`config.mk`:
```
export PLATFORM = sky130hd
export DESIGN_NAME = lsu_miss_path
export DESIGN_NICKNAME = d
export VERILOG_FILES = /design/src/pmrq_pkg.sv /design/src/lsu_miss_path.sv /design/src/pmrq_wb_stage.sv /design/src/pending_mem_req_queue.sv /design/src/miss_tag_alloc.sv
export VERILOG_INCLUDE_DIRS = /design/src /design/src/src
export SDC_FILE = /design/constraint.sdc
export NUM_CORES = 1
export LEC_CHECK = 0
export ABC_CLOCK_PERIOD_IN_PS = 5800
export BUFFER_PORTS_ARGS = -buffer_cell sky130_fd_sc_hd__buf_2
export CAP_MARGIN = 20
export CORE_UTILIZATION = 43
export CTS_BUF_LIST = sky130_fd_sc_hd__clkbuf_16
export CTS_CLUSTER_DIAMETER = 80
export DETAILED_ROUTE_END_ITERATION = 7
export PLACE_DENSITY = 0.74
export SYNTH_ARGS = -nofsm -noshare
export SYNTH_HDL_FRONTEND = slang
export SYNTH_HIERARCHICAL = 1
export SYNTH_SLANG_ARGS = --single-unit
```
`constraint.sdc`:
```
create_clock -name clk_i -period 5.8 [get_ports clk_i]
set_input_delay 0.58 -clock clk_i [delete_from_list [all_inputs] [get_ports clk_i]]
set_output_delay 0.58 -clock clk_i [all_outputs]
set_load 0.05 [all_outputs]
```
`src/pmrq_config.svh`:
```
////////////////////////////////////////////////////////////////////////////
// LSU miss path configuration
// Queue depth, field widths and the full threshold margin shared by the
// pending memory request queue and its neighbours
////////////////////////////////////////////////////////////////////////////

`ifndef PMRQ_CONFIG_SVH
`define PMRQ_CONFIG_SVH

`define PMRQ_NUM_ENTRIES 8     // Power of two, at least 4
`define PMRQ_TAG_W       7     // Wraps well beyond the queue depth
`define PMRQ_ADDR_W      40
`define PMRQ_DATA_W      64

// Free entries left when full_o rises
`define PMRQ_FULL_MARGIN 3

`endif
```
`src/pmrq_pkg.sv`:
```
////////////////////////////////////////////////////////////////////////////
// LSU miss path types
// Operation encoding and the request, miss, response and queue entry
// structures passed between the miss path blocks
////////////////////////////////////////////////////////////////////////////

`include "pmrq_config.svh"

package pmrq_pkg;

    typedef enum logic [1:0] {
        OP_LOAD  = 2'd0,
        OP_STORE = 2'd1,
        OP_AMO   = 2'd2
    } mem_op_e;

    // Request coming from the issue side, operands already read
    typedef struct packed {
        logic                    valid;
        mem_op_e                 op;
        logic [`PMRQ_ADDR_W-1:0] addr;
        logic [`PMRQ_DATA_W-1:0] store_data;
        logic [6:0]              prd;         // Destination physical register
    } mem_req_t;

    typedef struct packed {
        logic                    valid;
        logic [`PMRQ_TAG_W-1:0]  tag;
        mem_op_e                 op;
        logic [`PMRQ_ADDR_W-1:0] addr;
    } mem_miss_t;

    typedef struct packed {
        logic                    valid;
        logic [`PMRQ_TAG_W-1:0]  tag;
        logic [`PMRQ_DATA_W-1:0] data;
    } mem_resp_t;

    // Load/AMO data, or the memory echo for a store
    typedef struct packed {
        logic                    valid;
        mem_op_e                 op;
        logic [`PMRQ_ADDR_W-1:0] addr;
        logic [6:0]              prd;
        logic [`PMRQ_DATA_W-1:0] data;
    } pmrq_entry_t;

endpackage

```
`src/lsu_miss_path.sv`:
```
////////////////////////////////////////////////////////////////////////////
// LSU miss path
// Tags incoming memory operations, sends misses out, waits for the
// tagged responses and writes results back in program order
////////////////////////////////////////////////////////////////////////////

`timescale 1ns/1ps
`include "pmrq_config.svh"

module lsu_miss_path (
    input  logic                   clk_i,
    input  logic                   rstn_i,
    input  pmrq_pkg::mem_req_t     req_i,
    input  pmrq_pkg::mem_resp_t    resp_i,
    input  logic                   flush_i,
    input  logic                   cancel_i,
    output pmrq_pkg::mem_miss_t    mem_miss_o,
    output pmrq_pkg::pmrq_entry_t  wb_o,
    output logic                   full_o
);

    logic                   accept;
    logic [`PMRQ_TAG_W-1:0] cur_tag;
    pmrq_pkg::pmrq_entry_t  head_entry;
    logic                   advance_head;

    miss_tag_alloc miss_tag_alloc_inst (
        .clk_i      (clk_i),
        .rstn_i     (rstn_i),
        .req_i      (req_i),
        .accept_i   (accept),
        .flush_i    (flush_i),
        .tag_o      (cur_tag),
        .mem_miss_o (mem_miss_o)
    );

    pending_mem_req_queue pending_mem_req_queue_inst (
        .clk_i          (clk_i),
        .rstn_i         (rstn_i),
        .req_i          (req_i),
        .tag_i          (cur_tag),
        .resp_i         (resp_i),
        .flush_i        (flush_i),
        .cancel_i       (cancel_i),
        .advance_head_i (advance_head),
        .accept_o       (accept),
        .head_entry_o   (head_entry),
        .full_o         (full_o)
    );

    pmrq_wb_stage pmrq_wb_stage_inst (
        .clk_i          (clk_i),
        .rstn_i         (rstn_i),
        .flush_i        (flush_i),
        .head_entry_i   (head_entry),
        .advance_head_o (advance_head),
        .wb_o           (wb_o)
    );

endmodule

```
`src/pmrq_wb_stage.sv`:
```
////////////////////////////////////////////////////////////////////////////
// Miss path writeback stage
// Registers the finished head entry as the writeback output and tells
// the queue to move its head on
////////////////////////////////////////////////////////////////////////////

`timescale 1ns/1ps

module pmrq_wb_stage (
    input  logic                   clk_i,
    input  logic                   rstn_i,
    input  logic                   flush_i,
    input  pmrq_pkg::pmrq_entry_t  head_entry_i,
    output logic                   advance_head_o,
    output pmrq_pkg::pmrq_entry_t  wb_o
);

    logic                  wb_valid_q;
    pmrq_pkg::pmrq_entry_t wb_data_q;

    // No back-pressure, a finished head leaves every cycle
    assign advance_head_o = head_entry_i.valid && !flush_i;

    always_ff @(posedge clk_i or negedge rstn_i) begin
        if (!rstn_i) begin
            wb_valid_q <= 1'b0;
        end else begin
            wb_valid_q <= advance_head_o;   // Flush already masked above
        end
    end

    always_ff @(posedge clk_i) begin
        if (advance_head_o) begin
            wb_data_q <= head_entry_i;
        end
    end

    always_comb begin
        wb_o       = wb_data_q;
        wb_o.valid = wb_valid_q;
    end

endmodule

```
`src/pending_mem_req_queue.sv`:
```
////////////////////////////////////////////////////////////////////////////
// Pending memory request queue
// Circular queue of loads, stores and atomics waiting on a cache miss.
// Responses are matched by tag and mark entries finished; the oldest
// entry is offered for writeback once it is finished. Supports flush
// and removal of the youngest entry
////////////////////////////////////////////////////////////////////////////

`timescale 1ns/1ps
`include "pmrq_config.svh"

module pending_mem_req_queue (
    input  logic                    clk_i,
    input  logic                    rstn_i,
    input  pmrq_pkg::mem_req_t      req_i,
    input  logic [`PMRQ_TAG_W-1:0]  tag_i,          // Tag given to req_i
    input  pmrq_pkg::mem_resp_t     resp_i,
    input  logic                    flush_i,
    input  logic                    cancel_i,       // Remove the youngest entry
    input  logic                    advance_head_i, // Head was written back
    output logic                    accept_o,
    output pmrq_pkg::pmrq_entry_t   head_entry_o,   // Valid only when head is finished
    output logic                    full_o
);

    localparam int PTR_W = $clog2(`PMRQ_NUM_ENTRIES);
    localparam int CNT_W = PTR_W + 1;

    logic [PTR_W-1:0] head_q;   // Oldest live entry
    logic [PTR_W-1:0] tail_q;   // Next free slot
    logic [CNT_W-1:0] count_q;

    logic write_en;
    logic advance_en;
    logic cancel_en;

    pmrq_pkg::pmrq_entry_t      entry_table [`PMRQ_NUM_ENTRIES];
    logic [`PMRQ_TAG_W-1:0]     tag_table   [`PMRQ_NUM_ENTRIES];
    logic [`PMRQ_NUM_ENTRIES-1:0] finish_q;

    // A request together with a cancel does nothing
    assign write_en = req_i.valid && (count_q < `PMRQ_NUM_ENTRIES) && !cancel_i && !flush_i;

    assign advance_en = advance_head_i && (count_q != '0);

    // An entry leaving through writeback this cycle cannot be cancelled too
    assign cancel_en = cancel_i && !req_i.valid && !flush_i
                       && (count_q > CNT_W'(advance_en));

    assign accept_o = write_en;

    // Payload tables
    always_ff @(posedge clk_i) begin
        for (int i = 0; i < `PMRQ_NUM_ENTRIES; i++) begin
            if (resp_i.valid && (tag_table[i] == resp_i.tag)) begin
                entry_table[i].data <= resp_i.data;
            end
        end
        if (write_en) begin
            entry_table[tail_q] <= '{valid: 1'b1,
                                     op:    req_i.op,
                                     addr:  req_i.addr,
                                     prd:   req_i.prd,
                                     data:  req_i.store_data};  // Replaced by the response
            tag_table[tail_q]   <= tag_i;
        end
    end

    // Finish bits, a new write wins over a stale match
    always_ff @(posedge clk_i or negedge rstn_i) begin
        if (!rstn_i) begin
            finish_q <= '0;
        end else begin
            for (int i = 0; i < `PMRQ_NUM_ENTRIES; i++) begin
                if (resp_i.valid && (tag_table[i] == resp_i.tag)) begin
                    finish_q[i] <= 1'b1;
                end
            end
            if (write_en) begin
                finish_q[tail_q] <= 1'b0;
            end
        end
    end

    always_ff @(posedge clk_i or negedge rstn_i) begin
        if (!rstn_i) begin
            head_q  <= '0;
            tail_q  <= '0;
            count_q <= '0;
        end else if (flush_i) begin
            head_q  <= '0;
            tail_q  <= '0;
            count_q <= '0;
        end else begin
            head_q  <= head_q + PTR_W'(advance_en);
            tail_q  <= tail_q + PTR_W'(write_en) - PTR_W'(cancel_en);
            count_q <= count_q + CNT_W'(write_en) - CNT_W'(advance_en)
                       - CNT_W'(cancel_en);
        end
    end

    always_comb begin
        if ((count_q != '0) && finish_q[head_q]) begin
            head_entry_o = entry_table[head_q];
        end else begin
            head_entry_o = '0;
        end
    end

    // Raised early so that requests already in flight still find room
    assign full_o = (count_q >= (`PMRQ_NUM_ENTRIES - `PMRQ_FULL_MARGIN)) || flush_i || !rstn_i;

    assert property (@(posedge clk_i) disable iff (!rstn_i)
        count_q <= `PMRQ_NUM_ENTRIES)
        else $error("pending_mem_req_queue: count above depth");

    // Writeback stage must only retire a live entry
    assert property (@(posedge clk_i) disable iff (!rstn_i)
        advance_head_i |-> (count_q != '0))
        else $error("pending_mem_req_queue: head advanced on empty queue");

endmodule

```
`src/miss_tag_alloc.sv`:
```
////////////////////////////////////////////////////////////////////////////
// Miss tag allocator
// Hands out a tag per accepted request from a wrapping counter and
// registers the outbound memory request for one cycle
////////////////////////////////////////////////////////////////////////////

`timescale 1ns/1ps
`include "pmrq_config.svh"

module miss_tag_alloc (
    input  logic                    clk_i,
    input  logic                    rstn_i,
    input  pmrq_pkg::mem_req_t      req_i,
    input  logic                    accept_i,     // Queue took the request
    input  logic                    flush_i,
    output logic [`PMRQ_TAG_W-1:0]  tag_o,        // Tag for the request of this cycle
    output pmrq_pkg::mem_miss_t     mem_miss_o
);

    logic [`PMRQ_TAG_W-1:0]  tag_q;
    logic                    miss_valid_q;
    logic [`PMRQ_TAG_W-1:0]  miss_tag_q;
    pmrq_pkg::mem_op_e       miss_op_q;
    logic [`PMRQ_ADDR_W-1:0] miss_addr_q;

    // Tag counter never steps back on flush or cancel
    always_ff @(posedge clk_i or negedge rstn_i) begin
        if (!rstn_i) begin
            tag_q <= '0;
        end else if (accept_i) begin
            tag_q <= tag_q + 1'b1;
        end
    end

    always_ff @(posedge clk_i or negedge rstn_i) begin
        if (!rstn_i) begin
            miss_valid_q <= 1'b0;
        end else if (flush_i) begin
            miss_valid_q <= 1'b0;     // Drop a request still on its way out
        end else begin
            miss_valid_q <= accept_i;
        end
    end

    always_ff @(posedge clk_i) begin
        if (accept_i) begin
            miss_tag_q  <= tag_q;
            miss_op_q   <= req_i.op;
            miss_addr_q <= req_i.addr;
        end
    end

    assign tag_o = tag_q;

    always_comb begin
        mem_miss_o.valid = miss_valid_q;
        mem_miss_o.tag   = miss_tag_q;
        mem_miss_o.op    = miss_op_q;
        mem_miss_o.addr  = miss_addr_q;
    end

    // A miss leaves only in the cycle right after the queue accepted it
    assert property (@(posedge clk_i) disable iff (!rstn_i)
        !accept_i |=> !mem_miss_o.valid)
        else $error("miss_tag_alloc: miss sent without an accepted request");

endmodule

```
* Word level (Yosys, flattened, before mapping)
Memory sizes are Yosys's and may differ from the RTL's. Index checks and enable logic that the tools add are counted. Widths: inputs -> output; s select.
Storage, ports and cells: bits in registers 189, bits in writable memories 960, memories kept 2
Cells by class: $add $sub $neg 7, magnitude comparators 6, equality and inequality tests 8, multiplexer cells 36, bitwise gates (word level) 2, reduce and logical (&&, ||, !) cells 25
Memories:
- pending_mem_req_queue_inst.entry_table | depth 8, bits a word 113, rd ports 1, clocked after Yosys merged registers in 0, wr ports 9, RTL line pending_mem_req_queue.sv:37 | pmrq_pkg::pmrq_entry_t entry_table [`PMRQ_NUM_ENTRIES];
- pending_mem_req_queue_inst.tag_table | depth 8, bits a word 7, rd ports 8, clocked after Yosys merged registers in 0, wr ports 1, RTL line pending_mem_req_queue.sv:38 | logic [`PMRQ_TAG_W-1:0] tag_table [`PMRQ_NUM_ENTRIES];
Operator list (number):
- $mux 114 | 1
- $eq 7x7->1 | 8
- $mux 1 | 29
- $logic_and 1x1->1 | 18
- $and 8x8->8 | 1
- $lt 3x4->1 const B | 2
- $mux 8 | 1
- $not 8->8 | 1
- $sub 4x1->4 | 2
- $add 7x1->7 const B | 1
- $add 3x1->3 | 2
- $mux 3 | 2
- $add 4x1->4 | 1
- $ge 4x3->1 const B | 1
- $gt 4x1->1 | 1
- $logic_not 1->1 | 4
- $lt 4x4->1 const B | 1
- $mux 4 | 1
- $reduce_bool 4->1 | 1
- $bmux 1 s3 | 1
- $demux 1 s3 | 1
- $ge 3x1->1 const B | 1
- $sub 3x1->3 | 1
- $logic_or 1x1->1 | 2

* Longest topological paths before layout
depth in word-level cells 10, mapped depth 18, depth with buffers taken out 17

* Cells and area by module
The synthesis kept the hierarchy.
Modules (own cells, without submodules):
- pending_mem_req_queue | instances 1, cells an instance 2396, area an instance 43910.9 um2, seq. area each 29278.1 um2
- pmrq_wb_stage | instances 1, cells an instance 116, area an instance 3439.5 um2, seq. area each 3418.3 um2
- miss_tag_alloc | instances 1, cells an instance 74, area an instance 1793.0 um2, seq. area each 1671.6 um2

* Least setup slack after synthesis
Ideal clock, no wire load.
path kind in2reg, start in resp_i[64] (netlist name), end mem pending_mem_req_queue_inst/entry_table[6][0] (netlist name) (enable), arrival time 5.750 ns, setup slack -0.525 ns, stages 4, buffers on the path 1, cells stage by stage clkbuf_1 -> xnor2_1 -> nand4_1 -> o21ai_0
RTL lines:
- start: declaration | RTL line lsu_miss_path.sv:14 | input pmrq_pkg::mem_resp_t resp_i,
- end: declaration | RTL line pending_mem_req_queue.sv:37

* Worst setup path after layout
start reg pending_mem_req_queue_inst.head_q[1], end reg pmrq_wb_stage_inst.wb_data_q (netlist bit pmrq_wb_stage_inst/wb_o[51]) (data pin)
Between the ends: word-level cells in the longest chain between the ends 3, elaborated cells on any way between the ends 4
RTL lines:
- start: declaration | RTL line pending_mem_req_queue.sv:29 | logic [PTR_W-1:0] head_q;
- start signal: assignment | RTL line pending_mem_req_queue.sv:95 | head_q <= head_q + PTR_W'(advance_en);
- $bmux 1 s3 | RTL line pending_mem_req_queue.sv:103 | if ((count_q != '0) && finish_q[head_q]) begin
- $mux 1 (not written as such) | RTL line pending_mem_req_queue.sv:103
- $logic_and 1x1->1 | RTL line pending_mem_req_queue.sv:103
- end signal: assignment | RTL line pmrq_wb_stage.sv:34 | wb_data_q <= head_entry_i;
- end: declaration | RTL line pmrq_wb_stage.sv:19 | pmrq_pkg::pmrq_entry_t wb_data_q;
Several ways; a longest one is shown, not always the timed one. The select of a mux whose other input is x is not followed. A chain may end at the register's enable or synchronous reset.

==> out/qor.csv <==
metric,value,unit
Die ar.,115600,sq um
Clock Tree Root,clkbuf_16,
Worst-Margin Slew,1129,ps
Pint,13.95,mW
crit-path max cell delay,830,ps
Clock Skew,37.52,ps
initial core utilization,43.50,%
status,completed,
Post-CTS Repair Setup Buffers,0,
Clk network pwr share,40.5,%
share of cells above drive strength 1,42.47,%
synthesized flop and latch total,1149,
Max-slew headroom,24.60,%
Seq pwr share,52.0,%
YS warnings,6,
post-synth cell types,36,
design area,56410,sq um
Sw Share,23.29,%
FP Rows,123,
largest net degree at the start of global routing,122,
via-per-instance ratio,5.698,
Final Hold Viols,0,
combinational share of power,7.5,%
post-DP HPWL,66380,microns
Setup TNS Final,0,ps
Final Core Density,49.94,%
"Slew Viols, Final",0,
first-pass GRT wire length,181200,microns
RSZ-0062 raised after global routing,no,
Worst-Skew Late Latency,710,ps
pwr dens,322.4,nW/um^2
crit path kind,reg -> reg,
post-route ant nets,0,
Pwr Total,18.19,mW
DP Area,52540,sq um
Register Area,34380,sq um
crit end category,flop,
hold slack,154.8,ps
area of the multi-input gates,13970,sq um
cells after synthesis,2586,
Startpoint Class,flop,
GRT overflow,0,
highest-delay cell along the critical path,buf_4,
total number of vias,26010,
drt initial violations,2208,
CTS H-tree lvls,3,
IO Pins,355,
DRC,0,
CTS tree,built,
Final nets,3152,
vias in the first global route,27020,
mean post-synth cell area,19.00,sq um
Leakage Power,17.83,nW
Syn Nets,2793,
Main synth FF type,edfxtp_1,
area of the mapped netlist,49140,sq um
post-cts sizing count,0,
# fillers,9222,
clock buffer depth,3,
TritonCTS Sinks,1149,
Pre-antenna DRT Iters,5,
Hold Path Class,in -> reg,
"most used cell, CP",buf_4,
number of synthesized flops with an enable pin,1122,
"Data required, critical path",6180,ps
gpl congestion,0.7511,
worst vdd ir,274.4,uV
core area,113000,sq um
wire length per cell,27.12,microns
CTS Buf Count,118,
Tmin final,3792,ps
Worst-path clk slew,70,ps
Tcrit/Tclk final,65.38,%
register area share after synthesis,69.93,%
Total GRT Usage,21.20,%
Die Ht,340.1,microns
CP Data Arrival Time,4170,ps
Max Fclk,263.7,MHz
CP Cell Sequence,buf_4 > buf_4 > buf_4 > mux4_2 > nand2_1 > o22ai_1,
crit path max fanout,62,
port bufs,354,
antenna violations before repair,43,
DIE WIDTH,340.1,microns
drt total wl,123800,microns
max-capacitance violation count,0,
"FFs w/ async S/R, synth",2.350,%
Net Switching,4.235,mW
area growth from synthesis to layout,14.79,%
Final Setup Violations,0,
==> path summary, 6_finish.rpt <==
| check | startpoint | end | slack (ps) | depth (start not counted) |
|---|---|---|---|---|
| worst max-delay path | pending_mem_req_queue_inst/head_q[1] | pmrq_wb_stage_inst/wb_o[51] | 2010 | 6 |
| worst min-delay path | req_i[0] | pending_mem_req_queue_inst/entry_table[2][64] | 150 | 1 |
| worst max register to register | pending_mem_req_queue_inst/head_q[1] | pmrq_wb_stage_inst/wb_o[51] | 2010 | 6 |
| worst min register to register | pending_mem_req_queue_inst/finish_q[4] | pending_mem_req_queue_inst/finish_q[4] | 490 | 1 |
| max in group asynchronous | rstn_i | pending_mem_req_queue_inst/head_q[1] | 4750 | 2 |
| min in group asynchronous | rstn_i | pmrq_wb_stage_inst/wb_valid_q | 490 | 2 |
==> synth_stat cells (10+ instances only) <==
cell type,n,area [sq um]
buf_1,12,45.04
buf_2,78,390.4
buf_4,29,217.7
buf_6,10,112.6
clkbuf_1,39,146.4
dfrtp_1,27,675.7
edfxtp_1,1122,33690
ha_1,14,175.2
inv_1,19,71.32
mux2_1,54,608.1
mux2_2,459,5169
mux4_2,228,5135
nand2_1,235,882.1
nand4_1,15,93.84
nor2_1,22,82.58
o22ai_1,113,706.9
xnor2_1,52,455.4
xor2_1,13,113.9
==> stage by stage <==
stage / setup slack [ps] / cells
after CTS: 1963 / 4546
after detailed placement: 1900 / 4323
final: 2008 / 4565
after global routing: 1814 / 4556
after global placement: 2004 / 4321
after floorplan: 113.7 / 2586
==> layer usage <==
layer / GRT usage [%] / share of wire, %
met5: 0 / 0.23
met4: 6.044 / 2.3
met3: 4.753 / 7.6
met2: 35.73 / 50
met1: 27.53 / 40
==> flip-flops by register name (all words and copies together), names as in the netlist <==
name,flops
pending_mem_req_queue_inst/entry_table,904
pmrq_wb_stage_inst/wb_o,113
pending_mem_req_queue_inst/tag_table,56
miss_tag_alloc_inst/miss_addr_q,40
pending_mem_req_queue_inst/finish_q,8
miss_tag_alloc_inst/miss_tag_q,7
miss_tag_alloc_inst/tag_o,7
pending_mem_req_queue_inst/count_q,4
pending_mem_req_queue_inst/head_q,3
pending_mem_req_queue_inst/tail_q,3
miss_tag_alloc_inst/miss_op_q,2
miss_tag_alloc_inst/miss_valid_q,1
pmrq_wb_stage_inst/wb_valid_q,1
==> what timing repair did <==
action / CTS / global route
hold endpoints to repair: 27 / 0
endpoints found under the setup margin: 0 / 0
hold buffers: 1 / 0
==> logic make-up after synthesis <==
| group | Yosys count | share of synthesized area, % |
|---|---|---|
| and+or+nand+nor | 295 | 2.528 |
| adders and majority gates | 17 | 0.4787 |
| muxes | 742 | 22.22 |
| buffers and inverters | 187 | 2.001 |
| xor gates and xnor gates | 65 | 1.158 |
| AOI/OAI and AO/OA | 131 | 1.675 |
| DFF | 1149 | 69.93 |
==> power by group through the flow <==
stage	Combinational, mW	Clock [mW]	Sequential (mW)
floorplan	0.726	0	9.69
global placement	1.34	0	9.63
detailed placement	1.37	0	9.63
CTS	1.38	7.49	9.46
global route	1.46	7.78	9.47
finish	1.37	7.36	9.46
==> cell type report <==
type	instances	area share (%)
Inverter	19	0.1264
Tap cell	1500	3.327
Sequential cell	1149	60.94
Timing Repair Buffer	407	4.041
Antenna cell	18	0.07985
Clock buffer	121	5.368
Multi-Input combinational cell	1250	24.76
Clock inverter	101	1.357
==> worst max-delay path: cells and delay by family (launching register included) <==
kind            cells  cell delay [ps]
mux                 1              410
simple gates        1               90
buf+inv             3             2320
compound gates      1              100
flops               1              420
==> cell usage in the layout (no fill, tap or decap), drive strengths merged <==
cell,n
edfxtp,1122
mux2,513
buf,406
nand2,235
mux4,228
clkbuf,121
o22ai,113
xnor2,52
clkinv,52
inv,51
dfrtp,27
nor2,22
diode,18
nand4,15
ha,14
xor2,13
clkinvlp,9
nor2b,9
bufinv,8
o21ai,8
o21a,6
nand3,6
fa,3
nor4,2
nand2b,2
dlygate4sd3,1
nor4b,1
nor3,1
a41oi,1
and4,1
a21oi,1
or2,1
o211ai,1
mux2i,1
a41o,1
Note: power is estimated with default switching activity, not from simulation.
